[src/hdl/fabric_pkg.sv]
// Memory fabric shared types, sizes and AXI-Lite response codes
package fabric_pkg;

	localparam int ADDR_WIDTH     = 32;
	localparam int DATA_WIDTH     = 32;
	localparam int STRB_WIDTH     = 4;
	localparam int NUM_BANKS      = 4;
	localparam int BANK_WORDS     = 256;
	localparam int BANK_SEL_WIDTH = 2;
	localparam int WORD_IDX_WIDTH = 8;
	localparam int BYTE_OFF_WIDTH = 2;
	localparam int PAGE_WIDTH     = ADDR_WIDTH - BANK_SEL_WIDTH - WORD_IDX_WIDTH - BYTE_OFF_WIDTH;

	// Window 0x0200_0000 .. 0x0200_0FFF
	localparam logic [PAGE_WIDTH-1:0] FABRIC_PAGE = 20'h02000;

	typedef enum logic [1:0] {
		RESP_OKAY   = 2'd0,
		RESP_DECERR = 2'd3
	} axil_resp_t;

	typedef struct packed {
		logic [PAGE_WIDTH-1:0]     page;
		logic [BANK_SEL_WIDTH-1:0] bank;
		logic [WORD_IDX_WIDTH-1:0] word;
		logic [BYTE_OFF_WIDTH-1:0] offset; // Ignored, word access only
	} bus_addr_fields_t;

	// Same 32 bits seen as a byte address or as decode fields
	typedef union packed {
		logic [ADDR_WIDTH-1:0] raw;
		bus_addr_fields_t      fields;
	} bus_addr_u;

	typedef struct packed {
		logic [WORD_IDX_WIDTH-1:0] word;
		logic [DATA_WIDTH-1:0]     data;
		logic [STRB_WIDTH-1:0]     strb;
	} wr_req_t;

	typedef struct packed {
		logic [WORD_IDX_WIDTH-1:0] word;
	} rd_req_t;

	typedef struct packed {
		logic [DATA_WIDTH-1:0] data;
		axil_resp_t            resp;
	} rd_resp_t;

endpackage

[src/hdl/fabric_decode.sv]
// Fabric request decoder, accepts AXI-Lite requests and strobes the addressed RAM bank
`timescale 1ns/1ps

module fabric_decode (
	input  logic                                   hdmi_pixClk,
	input  logic                                   rst,
	input  logic [fabric_pkg::ADDR_WIDTH-1:0]      awaddr,
	input  logic                                   awvalid,
	output logic                                   awready,
	input  logic [fabric_pkg::DATA_WIDTH-1:0]      wdata,
	input  logic [fabric_pkg::STRB_WIDTH-1:0]      wstrb,
	input  logic                                   wvalid,
	output logic                                   wready,
	input  logic [fabric_pkg::ADDR_WIDTH-1:0]      araddr,
	input  logic                                   arvalid,
	output logic                                   arready,
	output fabric_pkg::wr_req_t                    wr_req,
	output fabric_pkg::rd_req_t                    rd_req,
	output logic [fabric_pkg::NUM_BANKS-1:0]       wr_stb,
	output logic [fabric_pkg::NUM_BANKS-1:0]       rd_stb,
	output logic                                   wr_err,
	output logic                                   rd_err,
	input  logic                                   wr_retire,
	input  logic                                   rd_retire
);

	logic wr_busy;
	logic rd_busy;
	logic wr_pend; // Captured request waiting for decode
	logic rd_pend;
	logic wr_accept;
	logic rd_accept;

	fabric_pkg::bus_addr_u                 wr_addr_q;
	fabric_pkg::bus_addr_u                 rd_addr_q;
	logic [fabric_pkg::DATA_WIDTH-1:0]     wr_data_q;
	logic [fabric_pkg::STRB_WIDTH-1:0]     wr_strb_q;

	// Address and data must arrive together
	assign wr_accept = awvalid & wvalid & ~wr_busy;
	assign rd_accept = arvalid & ~rd_busy;

	assign awready = ~wr_busy;
	assign wready  = ~wr_busy;
	assign arready = ~rd_busy;

	always_ff @(posedge hdmi_pixClk) begin
		if (rst) begin
			wr_busy <= 1'b0;
			rd_busy <= 1'b0;
			wr_pend <= 1'b0;
			rd_pend <= 1'b0;
			wr_stb  <= '0;
			rd_stb  <= '0;
			wr_err  <= 1'b0;
			rd_err  <= 1'b0;
		end else begin
			wr_pend <= wr_accept;
			rd_pend <= rd_accept;
			if (wr_accept)
				wr_busy <= 1'b1;
			else if (wr_retire)
				wr_busy <= 1'b0;
			if (rd_accept)
				rd_busy <= 1'b1;
			else if (rd_retire)
				rd_busy <= 1'b0;

			wr_stb <= '0;
			rd_stb <= '0;
			wr_err <= 1'b0;
			rd_err <= 1'b0;
			if (wr_pend) begin
				if (wr_addr_q.fields.page == fabric_pkg::FABRIC_PAGE)
					wr_stb[wr_addr_q.fields.bank] <= 1'b1;
				else
					wr_err <= 1'b1; // Outside the window
			end
			if (rd_pend) begin
				if (rd_addr_q.fields.page == fabric_pkg::FABRIC_PAGE)
					rd_stb[rd_addr_q.fields.bank] <= 1'b1;
				else
					rd_err <= 1'b1;
			end
		end
	end

	// Request payload, captured on accept and handed to the banks one cycle later
	always_ff @(posedge hdmi_pixClk) begin
		if (wr_accept) begin
			wr_addr_q.raw <= awaddr;
			wr_data_q     <= wdata;
			wr_strb_q     <= wstrb;
		end
		if (rd_accept)
			rd_addr_q.raw <= araddr;
		if (wr_pend) begin
			wr_req.word <= wr_addr_q.fields.word;
			wr_req.data <= wr_data_q;
			wr_req.strb <= wr_strb_q;
		end
		if (rd_pend)
			rd_req.word <= rd_addr_q.fields.word;
	end

endmodule

[config.mk]
export PLATFORM = sky130hd
export DESIGN_NAME = fabric_decode
export DESIGN_NICKNAME = d
export VERILOG_FILES = /design/src/hdl/fabric_pkg.sv /design/src/hdl/fabric_decode.sv
export SDC_FILE = /design/constraint.sdc
export NUM_CORES = 1
export LEC_CHECK = 0
export BUFFER_PORTS_ARGS = -buffer_cell sky130_fd_sc_hd__buf_2
export CAP_MARGIN = 20
export CELL_PAD_IN_SITES_DETAIL_PLACEMENT = 0
export CELL_PAD_IN_SITES_GLOBAL_PLACEMENT = 1
export CORE_MARGIN = 5
export CORE_UTILIZATION = 39
export CTS_BUF_LIST = sky130_fd_sc_hd__clkbuf_8
export CTS_CLUSTER_SIZE = 20
export DETAILED_ROUTE_END_ITERATION = 6
export HOLD_SLACK_MARGIN = 0.06
export PLACE_DENSITY_LB_ADDON = 0.1
export SETUP_SLACK_MARGIN = 0.5
export SYNTH_ARGS = -nofsm -noshare
export SYNTH_HDL_FRONTEND = slang
export SYNTH_SLANG_ARGS = --single-unit
[constraint.sdc]
create_clock -name hdmi_pixClk -period 2.29 [get_ports hdmi_pixClk]
set_input_delay 0.229 -clock hdmi_pixClk [delete_from_list [all_inputs] [get_ports hdmi_pixClk]]
set_output_delay 0.229 -clock hdmi_pixClk [all_outputs]
set_load 0.03 [all_outputs]
* Word level (Yosys, flattened, before mapping)
Index checks and enable logic that the tools add are counted.
** Word-level totals
- Bits in registers :: 166
- Bits in latches :: 0
- Memory bits (writable) :: 0
- Memory bits (read-only) :: 0
- Input bits :: 107
- Logic and storage cells :: 49
- Memories :: 0
** Operators by class
- $add $sub $neg :: 0
- $mul :: 0
- Div/mod/pow operators :: 0
- $lt $le $gt $ge :: 4
- Equality and inequality tests :: 2
- Shift-type cells :: 0
- Multiplexer cells :: 10
- Bitwise operators :: 9
- Reductions and logical operators :: 8
** Operator list (number)
- equality test 20 x 14 -> 1 bit (second input constant) :: 2
- 2-to-1 mux 1 bit :: 8
- < comparator 2 x 3 -> 1 bit (second input constant) :: 2
- NOT 1 bit :: 6
- OR reduction 3 bit :: 2
- demux 1 bit (select 2 bit) :: 2
- greater-or-equal comparator 2 x 1 -> 1 bit (second input constant) :: 2
- nonzero test 2 bit :: 2
- OR reduction 2 bit :: 2
- bitwise AND 1 bit :: 3
- logical AND 1 bit :: 2

* Longest topological paths before layout
- Word-level depth :: 4
- Depth in mapped cells :: 3

* Worst setup path after synthesis
OpenSTA, ideal clock, no wires.
- Path type :: register to register
- From :: register wr_busy
- To :: register wr_addr_q[10] in the netlist's numbering, enable pin
- Setup time :: 0.420 ns
- Arrival :: 1.994 ns
- Required time :: 1.870 ns
- Slack :: -0.124 ns
- Stages on the path, launching flop included :: 4
- Path buffers :: 0
- Cells stage by stage :: dfxtp_1 -> inv_1 -> nand3_1 -> inv_1
** Between the ends
- Cells in the longest elaborated chain, start to end :: 2
** Ends and longest elaborated chain
- from (decl) :: RTL line fabric_decode.sv:27 : logic wr_busy;
- from (signal assigned) :: RTL line fabric_decode.sv:49 : wr_busy <= 1'b0;
- from (signal assigned) :: RTL line fabric_decode.sv:61 : wr_busy <= 1'b1;
- from (signal assigned) :: RTL line fabric_decode.sv:63 : wr_busy <= 1'b0;
- NOT 1 bit
- named net awready :: RTL line fabric_decode.sv:9 : output logic awready,
- bitwise AND 1 bit :: RTL line fabric_decode.sv:40 : assign wr_accept = awvalid & wvalid & ~wr_busy;
- named net wr_accept :: RTL line fabric_decode.sv:31 : logic wr_accept;
- to (decl) :: RTL line fabric_decode.sv:34 : fabric_pkg::bus_addr_u wr_addr_q;
The timed path passes the listed nets, and every way through them passes these cells.
A chain may end at the register's enable or synchronous reset.

* Final worst setup path
- From :: input port wvalid
- To :: register wr_data_q[4] in the netlist's numbering, enable pin
** Between the ends
- Cells in the longest elaborated chain, start to end :: 2
** Ends and longest elaborated chain
- from (decl) :: RTL line fabric_decode.sv:12 : input logic wvalid,
- bitwise AND 1 bit (2 in a row) :: RTL line fabric_decode.sv:40
- named net wr_accept :: RTL line fabric_decode.sv:31
- to (signal assigned) :: RTL line fabric_decode.sv:92 : wr_data_q <= wdata;
- to (decl) :: RTL line fabric_decode.sv:36 : logic [fabric_pkg::DATA_WIDTH-1:0] wr_data_q;
The timed path passes the listed nets, and every way through them passes these cells.

==> impl_results.md <==
- Outcome: completed
- First-pass iteration count of the detailed router: 6
- Sequential element share of the synthesized area: 93.2%
- Layout cells sized above 1: 41.8%
- Initial core utilization: 40.0%
- Synth top area cells: edfxtp_1, dfxtp_1, nor4_2
- Sequential cell fraction of total power: 55.0%
- Routed len/inst: 14.9 µm
- Synth cell count leaders: edfxtp_1, dfxtp_1, nor3_1
- CP arrival: 1.48 ns
- Worst EP required: 2.37 ns
- RD Place Congestion: 0.678
- CORE AREA: 12,700 µm²
- Area leader, netlist: edfxtp_1
- Clock Tree Buf Depth: 2
- Number of distinct library cells after synthesis: 21
- # Max-Cap Violations: 0
- Cells on worst reg2reg path: 4
- Vias in the first global route: 3,074
- Hold Path Stages: 0
- Post-synth top area share: 87.7%
- Via count: 2,885
- First DRT Iteration DRCs: 149
- Synthesized flop and latch total: 162
- Top-count cell post-synth: edfxtp_1
- Slew at the pin closest to its max-slew limit: 0.572 ns
- Clock network fraction of total power: 38.6%
- Setup bufs post-CTS: 0
- Site row count: 41
- TritonCTS Buffers: 17
- Final Critical Period: 1.40 ns
- Cell area power density: 808 nW/µm²
- # setup viols final: 0
- Chip width: 124 µm
- Final hold viol count: 0
- Final nets: 606
- Mapped Cells: 208
- Slew margin rel.: 61.9%
- Detailed placer's ending HPWL: 6570 µm
- Worst-path clk slew: 0.08 ns
- Final Skew: 0.0106 ns
- Pint: 4.97 mW
- Crit share post-route: 61.0%
- Critical hold path startpoint: wr_strb_q[1]
- First-pass GRT wire length: 14,900 µm
- Fin Setup TNS: 0 ns
- Die H: 124 µm
- Setup CP Type: input pin to register
- Latest clock arrival within the worst-skew pair: 0.44 ns
- Ys flop type: edfxtp_1
- Comb power frac: 6.4%
- CTS tree: built
- Final slew viol count: 0
- F_max: 715 MHz
- Switch share: 19.6%
- Synth-to-layout area growth: 51.1%
- Full die area: 15,400 µm²
- R2r setup slk: 0.92 ns
- Syn nets: 315
- Sw power: 1.21 mW
- Reg-to-reg endpoint: wr_data_q[4]
- Global Route Usage Sum: 13.6%
- CP startpoint kind: input pin
- Final WL: 10,200 µm
- Syn Area/Cell: 24.4 µm²
- Crit Reg-Reg Startpoint: wr_busy
- RSZ-0062 raised after global routing: false
- Total global routing overflow: 0
- # clock sinks: 162
- Synth Warn #: 0
- Critical Path Slowest Stage Cell: dlygate4sd3_1
- Largest net degree at the start of global routing: 45
- Worst Setup End Kind: register
- CP Cell Sequence: dlygate4sd3_1 > buf_2 > nand3_4 > clkinvlp_4 > buf_4
- LEAKAGE: 2.92 nW
- Cell area after synthesis: 5070 µm²
- CP peak stage delay: 0.52 ns
- Number of synthesized flops with an enable pin: 148
- Final worst setup slack: 0.892 ns
- I/O Buffers: 167
- ANT cells: 0
- Peak VDD IR: 0.516 mV
- Post-synth ARST share: 0%
- Residual DRC count: 0
- Maximum fanout along the worst path: 38
- CTS root buf: clkbuf_8
- Top Ports: 172
- H-tree depth: 4
- Initial antenna violation count: 0
- Hold endpoint: wr_req[1]
- DR vias/cell: 4.22
- Worst Hold Class: register to register
- Post-Place Setup Slack: 0.946 ns
- Post-DRT Antenna Nets: 0
-- worst max path at each step --
stage,slack (ns),start,to
2_1_floorplan,0.48,wr_busy,wr_addr_q[10]
3_3_place_gp,0.96,wr_busy,wr_data_q[4]
3_5_place_dp,0.95,wr_busy,wr_data_q[4]
4_1_cts,0.93,wr_busy,wr_data_q[4]
5_1_grt,0.86,wr_busy,wr_data_q[16]
6_report,0.89,wvalid,wr_data_q[4]
-- power groups by stage --
| stage | registers, mW | logic (mW) | clock network [mW] |
|---|---|---|---|
| 2_1_floorplan | 3.53 | 0.0567 | 0 |
| 3_3_place_gp | 3.46 | 0.257 | 0 |
| 3_5_place_dp | 3.47 | 0.262 | 0 |
| 4_1_cts | 3.40 | 0.401 | 2.45 |
| 5_1_grt | 3.41 | 0.429 | 2.58 |
| 6_report | 3.40 | 0.398 | 2.39 |
-- timing repair --
item                                   CTS  global route
hold buffers                           102             0
resized for setup                        0             0
setup endpoints to repair                0             0
endpoints found under the hold margin  100             0
-- worst max-delay path, delay by kind of cell --
family	cells	cell delay [ns]
AND/OR/NAND/NOR	1	0.09
buffers and inverters	4	1.13
-- layout by cell type (no fill, tap or decap), types with 2 or more instances in the layout --
cell type	synthesis	layout
and4bb_1	2	2
clkinv_4	0	2
nor2_1	4	4
bufinv_16	0	6
nand3_1	3	2
nor4_1	4	4
clkinvlp_4	0	3
nor2b_1	4	3
nor4_2	3	3
nand3b_1	4	4
dfxtp_1	14	12
buf_2	0	167
inv_1	3	2
nor3_1	6	6
nand3_2	2	2
dfxtp_2	0	2
nand2_1	2	2
clkbuf_8	0	17
clkinv_1	0	2
edfxtp_1	148	148
dlygate4sd3_1	0	102
buf_4	1	4
o21a_1	2	2
-- flip-flops by register name, summed over array words and instances, names as in the netlist, 4 cells and up --
signal     cells
rd_stb         4
wr_addr_q     30
wr_req        44
wr_data_q     32
wr_stb         4
rd_addr_q     30
wr_strb_q      4
rd_req         8
-- per-layer routing --
metal	vias up	global-route usage (%)	wire length [µm]
met3	17	5.81	749
met2	112	23.3	5310
li1	1407	-	-
met5	-	0	0
met1	1349	14.8	3850
met4	0	5.68	253
-- area by class of cell --
cell class                      count  area [µm²]
Clock buffer                       17         234
Multi-Input combinational cell     42         339
Fill cell                         977        5010
Inverter                            3        17.5
Clock inverter                     15         238
Timing Repair Buffer              273        1890
Tap cell                          172         215
Sequential cell                   162        4730
-- per-stage QoR --
step           std cells  total power, mW  utilization (%)  area [µm²]  hold slack [ns]
6_report             684             6.18             60.4        7660            0.421
5_1_grt              684             6.42             60.4        7660            0.431
4_1_cts              684             6.26             60.4        7660            0.423
3_5_place_dp         550             3.73             48.7        6160            0.405
3_3_place_gp         550             3.72             48.7        6160            0.400
2_1_floorplan        208             3.58                -        5090            0.291
-- logic make-up after synthesis --
logic type	Yosys count	share of synthesized area, %
AOI/OAI and AO/OA	4	0.543
buffers and inverters	4	0.370
DFF	162	93.2
and+or+nand+nor	38	5.85
Note: power is estimated with default switching activity, not from simulation.
