**config.mk**
```make
export PLATFORM = sky130hd
export DESIGN_NAME = fabric_resp_merge
export DESIGN_NICKNAME = d
export VERILOG_FILES = /design/src/hdl/fabric_pkg.sv /design/src/hdl/fabric_resp_merge.sv
export SDC_FILE = /design/constraint.sdc
export NUM_CORES = 1
export LEC_CHECK = 0
export BUFFER_PORTS_ARGS = -buffer_cell sky130_fd_sc_hd__clkbuf_2
export CORE_ASPECT_RATIO = 0.9
export CORE_UTILIZATION = 38
export CTS_CLUSTER_DIAMETER = 120
export DETAILED_ROUTE_END_ITERATION = 6
export MAX_ROUTING_LAYER = met4
export PLACE_DENSITY_LB_ADDON = 0.25
export SLEW_MARGIN = 20
export SYNTH_ARGS = -nofsm -noshare
export SYNTH_HDL_FRONTEND = slang
export SYNTH_SLANG_ARGS = --single-unit
```
**constraint.sdc**
```tcl
create_clock -name hdmi_pixClk -period 1.9 [get_ports hdmi_pixClk]
set_clock_uncertainty 0.1 [all_clocks]
set_input_delay 0.285 -clock hdmi_pixClk [delete_from_list [all_inputs] [get_ports hdmi_pixClk]]
set_output_delay 0.285 -clock hdmi_pixClk [all_outputs]
set_load 0.02 [all_outputs]
```
**src/hdl/fabric_pkg.sv**
```systemverilog
// Memory fabric shared types, sizes and AXI-Lite response codes
package fabric_pkg;

	localparam int ADDR_WIDTH     = 32;
	localparam int DATA_WIDTH     = 32;
	localparam int STRB_WIDTH     = 4;
	localparam int NUM_BANKS      = 4;
	localparam int BANK_WORDS     = 256;
	localparam int BANK_SEL_WIDTH = 2;
	localparam int WORD_IDX_WIDTH = 8;
	localparam int BYTE_OFF_WIDTH = 2;
	localparam int PAGE_WIDTH     = ADDR_WIDTH - BANK_SEL_WIDTH - WORD_IDX_WIDTH - BYTE_OFF_WIDTH;

	// Window 0x0200_0000 .. 0x0200_0FFF
	localparam logic [PAGE_WIDTH-1:0] FABRIC_PAGE = 20'h02000;

	typedef enum logic [1:0] {
		RESP_OKAY   = 2'd0,
		RESP_DECERR = 2'd3
	} axil_resp_t;

	typedef struct packed {
		logic [PAGE_WIDTH-1:0]     page;
		logic [BANK_SEL_WIDTH-1:0] bank;
		logic [WORD_IDX_WIDTH-1:0] word;
		logic [BYTE_OFF_WIDTH-1:0] offset; // Ignored, word access only
	} bus_addr_fields_t;

	// Same 32 bits seen as a byte address or as decode fields
	typedef union packed {
		logic [ADDR_WIDTH-1:0] raw;
		bus_addr_fields_t      fields;
	} bus_addr_u;

	typedef struct packed {
		logic [WORD_IDX_WIDTH-1:0] word;
		logic [DATA_WIDTH-1:0]     data;
		logic [STRB_WIDTH-1:0]     strb;
	} wr_req_t;

	typedef struct packed {
		logic [WORD_IDX_WIDTH-1:0] word;
	} rd_req_t;

	typedef struct packed {
		logic [DATA_WIDTH-1:0] data;
		axil_resp_t            resp;
	} rd_resp_t;

endpackage

```
**src/hdl/fabric_resp_merge.sv**
```systemverilog
// Response merger, collects bank acks and decode errors into AXI-Lite b and r responses
`timescale 1ns/1ps

module fabric_resp_merge (
	input  logic                                                    hdmi_pixClk,
	input  logic                                                    rst,
	input  logic [fabric_pkg::NUM_BANKS-1:0]                        wr_ack,
	input  logic [fabric_pkg::NUM_BANKS-1:0]                        rd_ack,
	input  logic [fabric_pkg::NUM_BANKS-1:0][fabric_pkg::DATA_WIDTH-1:0] rd_data,
	input  logic                                                    wr_err,
	input  logic                                                    rd_err,
	input  logic                                                    bready,
	input  logic                                                    rready,
	output fabric_pkg::axil_resp_t                                  bresp,
	output logic                                                    bvalid,
	output logic [fabric_pkg::DATA_WIDTH-1:0]                       rdata,
	output fabric_pkg::axil_resp_t                                  rresp,
	output logic                                                    rvalid,
	output logic                                                    wr_retire,
	output logic                                                    rd_retire
);

	logic wr_err_d; // Lines the error up with the bank ack
	logic rd_err_d;
	logic wr_done;
	logic rd_done;

	fabric_pkg::rd_resp_t rd_next;
	fabric_pkg::rd_resp_t rd_q;

	assign wr_done = (|wr_ack) | wr_err_d;
	assign rd_done = (|rd_ack) | rd_err_d;

	// Acks are one-hot, so an OR of masked data picks the bank
	always_comb begin
		rd_next.data = '0;
		rd_next.resp = fabric_pkg::RESP_OKAY;
		if (rd_err_d) begin
			rd_next.resp = fabric_pkg::RESP_DECERR;
		end else begin
			for (int i = 0; i < fabric_pkg::NUM_BANKS; i++) begin
				if (rd_ack[i])
					rd_next.data = rd_next.data | rd_data[i];
			end
		end
	end

	always_ff @(posedge hdmi_pixClk) begin
		if (rst) begin
			wr_err_d <= 1'b0;
			rd_err_d <= 1'b0;
			bvalid   <= 1'b0;
			rvalid   <= 1'b0;
		end else begin
			wr_err_d <= wr_err;
			rd_err_d <= rd_err;
			if (wr_done)
				bvalid <= 1'b1;
			else if (bready)
				bvalid <= 1'b0;
			if (rd_done)
				rvalid <= 1'b1;
			else if (rready)
				rvalid <= 1'b0;
		end
	end

	// Payload only loads on a new response, so it holds under back-pressure
	always_ff @(posedge hdmi_pixClk) begin
		if (wr_done) begin
			if (wr_err_d)
				bresp <= fabric_pkg::RESP_DECERR;
			else
				bresp <= fabric_pkg::RESP_OKAY;
		end
		if (rd_done)
			rd_q <= rd_next;
	end

	assign rdata = rd_q.data;
	assign rresp = rd_q.resp;

	assign wr_retire = bvalid & bready;
	assign rd_retire = rvalid & rready;

endmodule

```
* After elaboration in Yosys (flattened, before gate mapping)
Cells that the tools add are included.
** Operators by class
- Mux-type cells :: 13
- Bitwise gates (word level) :: 7
- Reduce and logical (&&, ||, !) cells :: 4
** Operators by type and width (count)
- $mux 32 :: 7
- $or 32x32->32 :: 3
- $reduce_or 4->1 :: 2
- $mux 1 :: 4
- $mux 2 :: 2
- $reduce_bool 2->1 :: 2
- $and 1x1->1 :: 2
- $or 1x1->1 :: 2
** Word-level totals
- Bits in registers :: 40
- Logic and storage cells :: 31

* Longest topological paths before layout
Gate-level depths: netlist of run 1.
- Depth after elaboration :: 10
- Gate-level depth with buffers :: 4
- Gate-level depth less buffers :: 2

* Worst setup path after synthesis of run 1
OpenSTA, ideal clock, no wires.
- Path kind :: input -> register
- Start :: input port rd_ack[1] (netlist bit)
- End :: register rd_q, in the netlist rdata[0] (enable)
- Library setup time :: 0.485 ns
- Data arrival time :: 1.233 ns
- Required time :: 1.315 ns
- Slack :: 0.082 ns
- Stages on the path :: 3
- Path buffers :: 1
- Cells stage by stage :: buf_4 nor3_1 nand2_1
** Between the ends
- Longest elaborated chain between the ends :: 2
** RTL lines
- start, declared :: RTL line fabric_resp_merge.sv:8 : input logic [fabric_pkg::NUM_BANKS-1:0] rd_ack,
- $reduce_or 4->1 :: RTL line fabric_resp_merge.sv:32 : assign rd_done = (|rd_ack) | rd_err_d;
- $or 1x1->1 :: RTL line fabric_resp_merge.sv:32
- named net rd_done :: RTL line fabric_resp_merge.sv:26 : logic rd_done;
- end signal, assigned :: RTL line fabric_resp_merge.sv:77 : rd_q <= rd_next;
- end, declared :: RTL line fabric_resp_merge.sv:29 : fabric_pkg::rd_resp_t rd_q;
The timed path passes the listed nets, and every way through them passes these cells.
A chain may end at the register's enable or synchronous reset.

* Final worst setup path of run 1
- Start :: register rd_err_d
- End :: register rd_q, in the netlist rdata[24] (enable)
** Between the ends
- Longest elaborated chain between the ends :: 1
** RTL lines
- start, declared :: RTL line fabric_resp_merge.sv:24 : logic rd_err_d;
- start signal, assigned :: RTL line fabric_resp_merge.sv:56 : rd_err_d <= rd_err;
- $or 1x1->1 :: RTL line fabric_resp_merge.sv:32
- named net rd_done :: RTL line fabric_resp_merge.sv:26
The timed path passes the listed nets, and every way through them passes these cells.

==> qor.txt, run 1 <==
status - finished clean
# clock sinks - 38
crit path launch type - register
Critical Path End Type - register
P&R area growth vs syn - 45.60%
Iteration-0 DRC Markers - 86
GP Congestion - 0.7680
IO buf count - 181
row count - 24
pwr dens - 697.0 nW/um^2
mapped cell area - 2033 um^2
RSZ-0062 raised after global routing - no
CTS max path bufs - 2
post-cts repair resize count - 0
Num CTS Buffers - 5
Non-Filler Instances - 411
DIE AREA - 5648 um^2
syn nets - 312
# diodes - 0
CTS Hold Bufs - 0
Residual DRC - 0
setup bufs post-CTS - 0
worst r2r src - rd_err_d
Period Utilization, post-route - 71.62%
setup_tns - 0 ns
H-tree depth reported by CTS - 2
HP Class - in2reg
Yosys warnings - 0
initial antenna violation count - 0
Leak Pwr - 0.001465 uW
DR WL/cell - 14.77 um
dpl hpwl - 4883 um
Root Driver - clkbuf_8
routed vias/inst - 5.100
placed cell area - 2884 um^2
Avg Cell Area, Syn - 11.96 um^2
initial core utilization - 40.79%
Crit. Startpoint - rd_err_d
Clock transition at path regs - 0.07 ns
slowest CP cell - dfxtp_1
Core Footprint - 4985 um^2
final hold violation count - 0
slew of the pin with the lowest slew margin - 0.4056 ns
Max Cap Viol - 0
post-layout instance area - 2960 um^2
Max stage delay on crit path - 0.34 ns
Post-Syn Instances - 170
DRT antenna net count - 0
CP Data Arrival Time - 1.23 ns
DIE WIDTH - 79.11 um
Hold Crit Start - wr_err
crit path cell chain - buf_4 > nor2_1 > nand2_1 > buf_4
CTS tree - built
Peak supply drop - 0.3358 mV
vias in the first global route - 2,069
synth unique cells - 17
GRT Overall Usage - 22.05%
worst skew pair latency - 0.28 ns
io pins - 182
endpoints failing setup - 0
Synth Register Bits - 38
Pins Over Slew Limit - 0
Slew headroom - 72.96%
post-synthesis sequential area ratio - 54.15%
Fmax - 734.9 MHz
critical path peak fanout - 18
share of cells above drive strength 1 - 56.94%
global-route wire length before repair - 9239 um
Via Count - 2,096
1st-pass router iterations - 4
die height - 71.40 um
largest net degree at the start of global routing - 25
routed wire length - 6071 um
GR Overflow Total - 0
Inst Count DP - 404
crit path kind - reg2reg
Crit path top cell by count - buf_4
crit path time final - 1.361 ns
Crit path required time - 1.76 ns
final net count - 488
-- worst max-delay path: cells and delay by family, from the launching register on --
kind | cells | cell delay, ns
buf+inv | 2 | 0.44
simple gates | 2 | 0.17
flops | 1 | 0.34
-- state kept, by name, indices dropped and copies added, names as in the netlist --
signal	count
bresp	1
rresp	1
rvalid	1
wr_err_d	1
rdata	32
rd_err_d	1
bvalid	1
-- through the flow --
step           worst slack [ns]  util [%]  hold WS (ns)  power, uW
5_1_grt                  0.4445     59.39        0.1138       2176
6_report                 0.5392     59.39        0.1177       2063
3_5_place_dp             0.3570     57.86        0.3316       1590
2_1_floorplan           0.08227         -        0.2544       1351
4_1_cts                  0.5396     59.39        0.1078       2092
3_3_place_gp             0.3824     57.86        0.3150       1581
-- cell families (layout without fill, tap and decap cells) --
logic type / after synthesis / in the layout / synth area share (%)
DFF: 38 / 38 / 54.15
and+or+nand+nor: 12 / 12 / 3.077
AOI/OAI and AO/OA: 98 / 98 / 32.37
buffers and inverters: 22 / 198 / 10.40
-- layer usage --
metal | wire, um | GRT usage [%]
met4 | 68 | 7.071
met1 | 2455 | 25.37
met3 | 451 | 4.841
met2 | 3096 | 38.22
met5 | 0 | -
-- cell type report --
type	instances	area (um^2)
flip-flops and latches	38	1101
clock buffers	7	76.32
multi-input cells	110	720.7
fillers	459	2024
well taps	65	81.33
repair buffers	191	980.9
-- where the power goes --
group	total (uW)	switching (uW)	leakage [uW]	internal, uW
registers	1030	25.9	0.000391	1000
logic	539	298	0.00104	241
clock network	495	243	0.0000383	252
total	2060	567	0.00146	1500
-- Yosys cell counts, drive strengths merged --
cell type | number | area (um^2)
nor2b | 2 | 12.51
a31oi | 2 | 12.51
and2 | 2 | 12.51
clkbuf | 3 | 11.26
nor2 | 2 | 7.510
dfxtp | 4 | 80.08
a21oi | 32 | 160.2
edfxtp | 34 | 1021
nand2 | 2 | 7.510
nor3 | 2 | 10.01
buf | 19 | 200.2
nand2b | 2 | 12.51
a22oi | 64 | 485.5
-- cells in the final DEF, fill, tap and decap left out, drive strengths merged --
cell type	synthesis	layout
nor2b	2	2
edfxtp	34	34
and2	2	2
buf	19	10
nand2b	2	2
a31oi	2	2
a22oi	64	64
clkbuf	3	188
nand2	2	2
dfxtp	4	4
nor3	2	2
nor2	2	2
a21oi	32	32
-- final timing paths --
check | depth (start not counted) | end | slack (ns)
hold reg to reg | 0 | bresp[0] | 0.35
setup reg to reg | 4 | rdata[24] | 0.54
hold / removal | 2 | wr_err_d | 0.12
setup / recovery | 4 | rdata[24] | 0.54
(Power assumes the default switching activity.)
==> run 2, diff against run 1 <==
ABC_AREA = 1   (was not set)
CORE_UTILIZATION = 40   (was 38)
clock period = 1.3 ns   (was 1.9 ns; I/O delays follow)
==> run 2 against run 1 <==
Net effect:
- clock-buffer cell count unchanged
- synthesized area is 16% higher
- combinational power increased by 61%
- die area increased by 9.6%
- register-to-register slack worse by 0.40 ns
- critical path depth shrank 1
- critical endpoint is now rd_retire
==> qor.txt, run 2 <==
status - finished clean
final net count - 661
io pins - 182
GP Congestion - 0.8080
Clock power frac - 25.2%
largest net degree at the start of global routing - 35
GRT Overall Usage - 20.26%
combinational power share - 27.4%
number of synthesized flops with an enable pin - 34
initial antenna violation count - 0
Via Count - 2,617
post-cts repair resize count - 0
HP Class - in2reg
share of cells above drive strength 1 - 38.65%
post-synthesis sequential area ratio - 46.83%
DIE WIDTH - 82.81 um
pwr dens - 936.6 nW/um^2
DIE AREA - 6188 um^2
# fillers - 549
Flop pwr share - 47.4%
RSZ-0062 raised after global routing - no
Residual DRC - 0
DR WL/cell - 10.33 um
most frequent cells in the layout - 194 x nand2_1, 181 x clkbuf_2, 75 x nor2_1
CTS max path bufs - 2
Int Pwr - 2265 uW
commonest register cell after synthesis - edfxtp_1
mapped cell area - 2351 um^2
Avg Cell Area, Syn - 6.915 um^2
1st-pass router iterations - 5
Setup WS pre-CTS - 0.02433 ns
Max Cap Viol - 0
Design Power - 3172 uW
Core Footprint - 5660 um^2
top-area cell type share of the netlist area - 43.43%
setup_tns - 0 ns
routed vias/inst - 4.436
Root Driver - clkbuf_8
critical path peak fanout - 3
worst skew pair latency - 0.28 ns
Hold Crit Start - rst
Async SR Flop Fraction - 0%
Inst Count DP - 580
Setup WS post-layout - 0.1041 ns
dpl hpwl - 4936 um
Clock transition at path regs - 0.07 ns
worst r2r src - rd_err_d
initial core utilization - 41.53%
Peak supply drop - 0.5045 mV
crit path kind - reg2out
switch share - 28.60%
Yosys warnings - 0
Crit path required time - 1.00 ns
commonest non-fill, non-tap cell in the layout - nand2_1
Iteration-0 DRC Markers - 102
IO buf count - 181
synth cell count leaders - 194 x nand2_1, 76 x nor2_1, 34 x edfxtp_1, 12 x buf_6, 8 x inv_1
Leak Pwr - 0.002025 uW
die height - 74.73 um
Period Utilization, post-route - 91.99%
setup bufs post-CTS - 0
syn nets - 482
H-tree depth reported by CTS - 2
crit path launch type - register
DRT antenna net count - 0
# clock sinks - 38
Post-Syn Instances - 340
Crit. Startpoint - rvalid
Synth Register Bits - 38
P&R area growth vs syn - 44.07%
CTS tree - built
switching pwr - 907.4 uW
vias in the first global route - 2,326
slew of the pin with the lowest slew margin - 0.3441 ns
ranking of synthesized cells by area - edfxtp_1 43%, nand2_1 31%, nor2_1 12%
Num CTS Buffers - 5
count leader, synth - nand2_1
hold depth - 2
routed wire length - 6096 um
Slew headroom - 77.06%
# diodes - 0
max FFs per register - 32
Yosys top cell by area - edfxtp_1
synth unique cells - 10
endpoints failing setup - 0
worst r2r path cells - 3
global-route wire length before repair - 9846 um
Critical Path End Type - output port
Pins Over Slew Limit - 0
Fmax - 836.2 MHz
Non-Filler Instances - 590
crit path time final - 1.196 ns
final hold violation count - 0
GR Overflow Total - 0
CP Data Arrival Time - 0.90 ns
row count - 26
[run 2: worst max-delay path, stage by stage (launching register included)]
cell and delay, ns:
dfxtp_1 0.36, nand2_1 0.06, inv_1 0.05, clkbuf_2 0.15
[run 2: worst paths after layout]
path | to | slack, ns
setup / recovery | rd_retire | 0.10
hold / removal | wr_err_d | 0.01
setup reg to reg | rdata[11] | 0.14
hold reg to reg | bresp[0] | 0.34
[run 2: per-layer routing]
| layer | GRT usage, % | up-vias | part of all wire, % |
|---|---|---|---|
| li1 | - | 1385 | - |
| met1 | 23.13 | 1120 | 41 |
| met2 | 36.89 | 108 | 50 |
| met3 | 4.934 | 4 | 7.6 |
| met4 | 4.215 | 0 | 0.72 |
| met5 | - | - | 0 |
[run 2: power groups by stage]
stage,logic [uW],registers [uW],clock network [uW]
after floorplan,357,1680,0
after global placement,861,1520,0
after detailed placement,873,1530,0
after CTS,880,1510,831
after global routing,977,1510,869
final,869,1500,801
[run 2: kinds of logic (layout without fill, tap and decap cells)]
logic type | count (synthesis) | count (layout) | share of synthesized area [%]
buf+inv | 30 | 210 | 9.632
flops | 38 | 38 | 46.83
simple gates | 272 | 272 | 43.53
[run 2: what timing repair did]
item / CTS / global route
hold buffers: 2 / 0
hold endpoints to repair: 2 / 0
setup endpoints to repair: 0 / 0
[run 2: through the flow]
step	hold slack, ns	cell area (um^2)	util [%]
after floorplan	0.1662	2371	-
after detailed placement	0.2995	3276	57.87
after global routing	0.004091	3387	59.84
after CTS	0.0006532	3387	59.84
final	0.01396	3387	59.84
after global placement	0.2913	3276	57.87
[run 2: area by class of cell]
class	count	area [um^2]	share of cell area (%)
inverters	8	30.03	0.8866
flip-flops and latches	38	1101	32.51
clock buffers	7	86.33	2.549
repair buffers	194	1033	30.51
multi-input cells	272	1044	30.81
clock inverters	1	5.005	0.1478
well taps	70	87.58	2.586
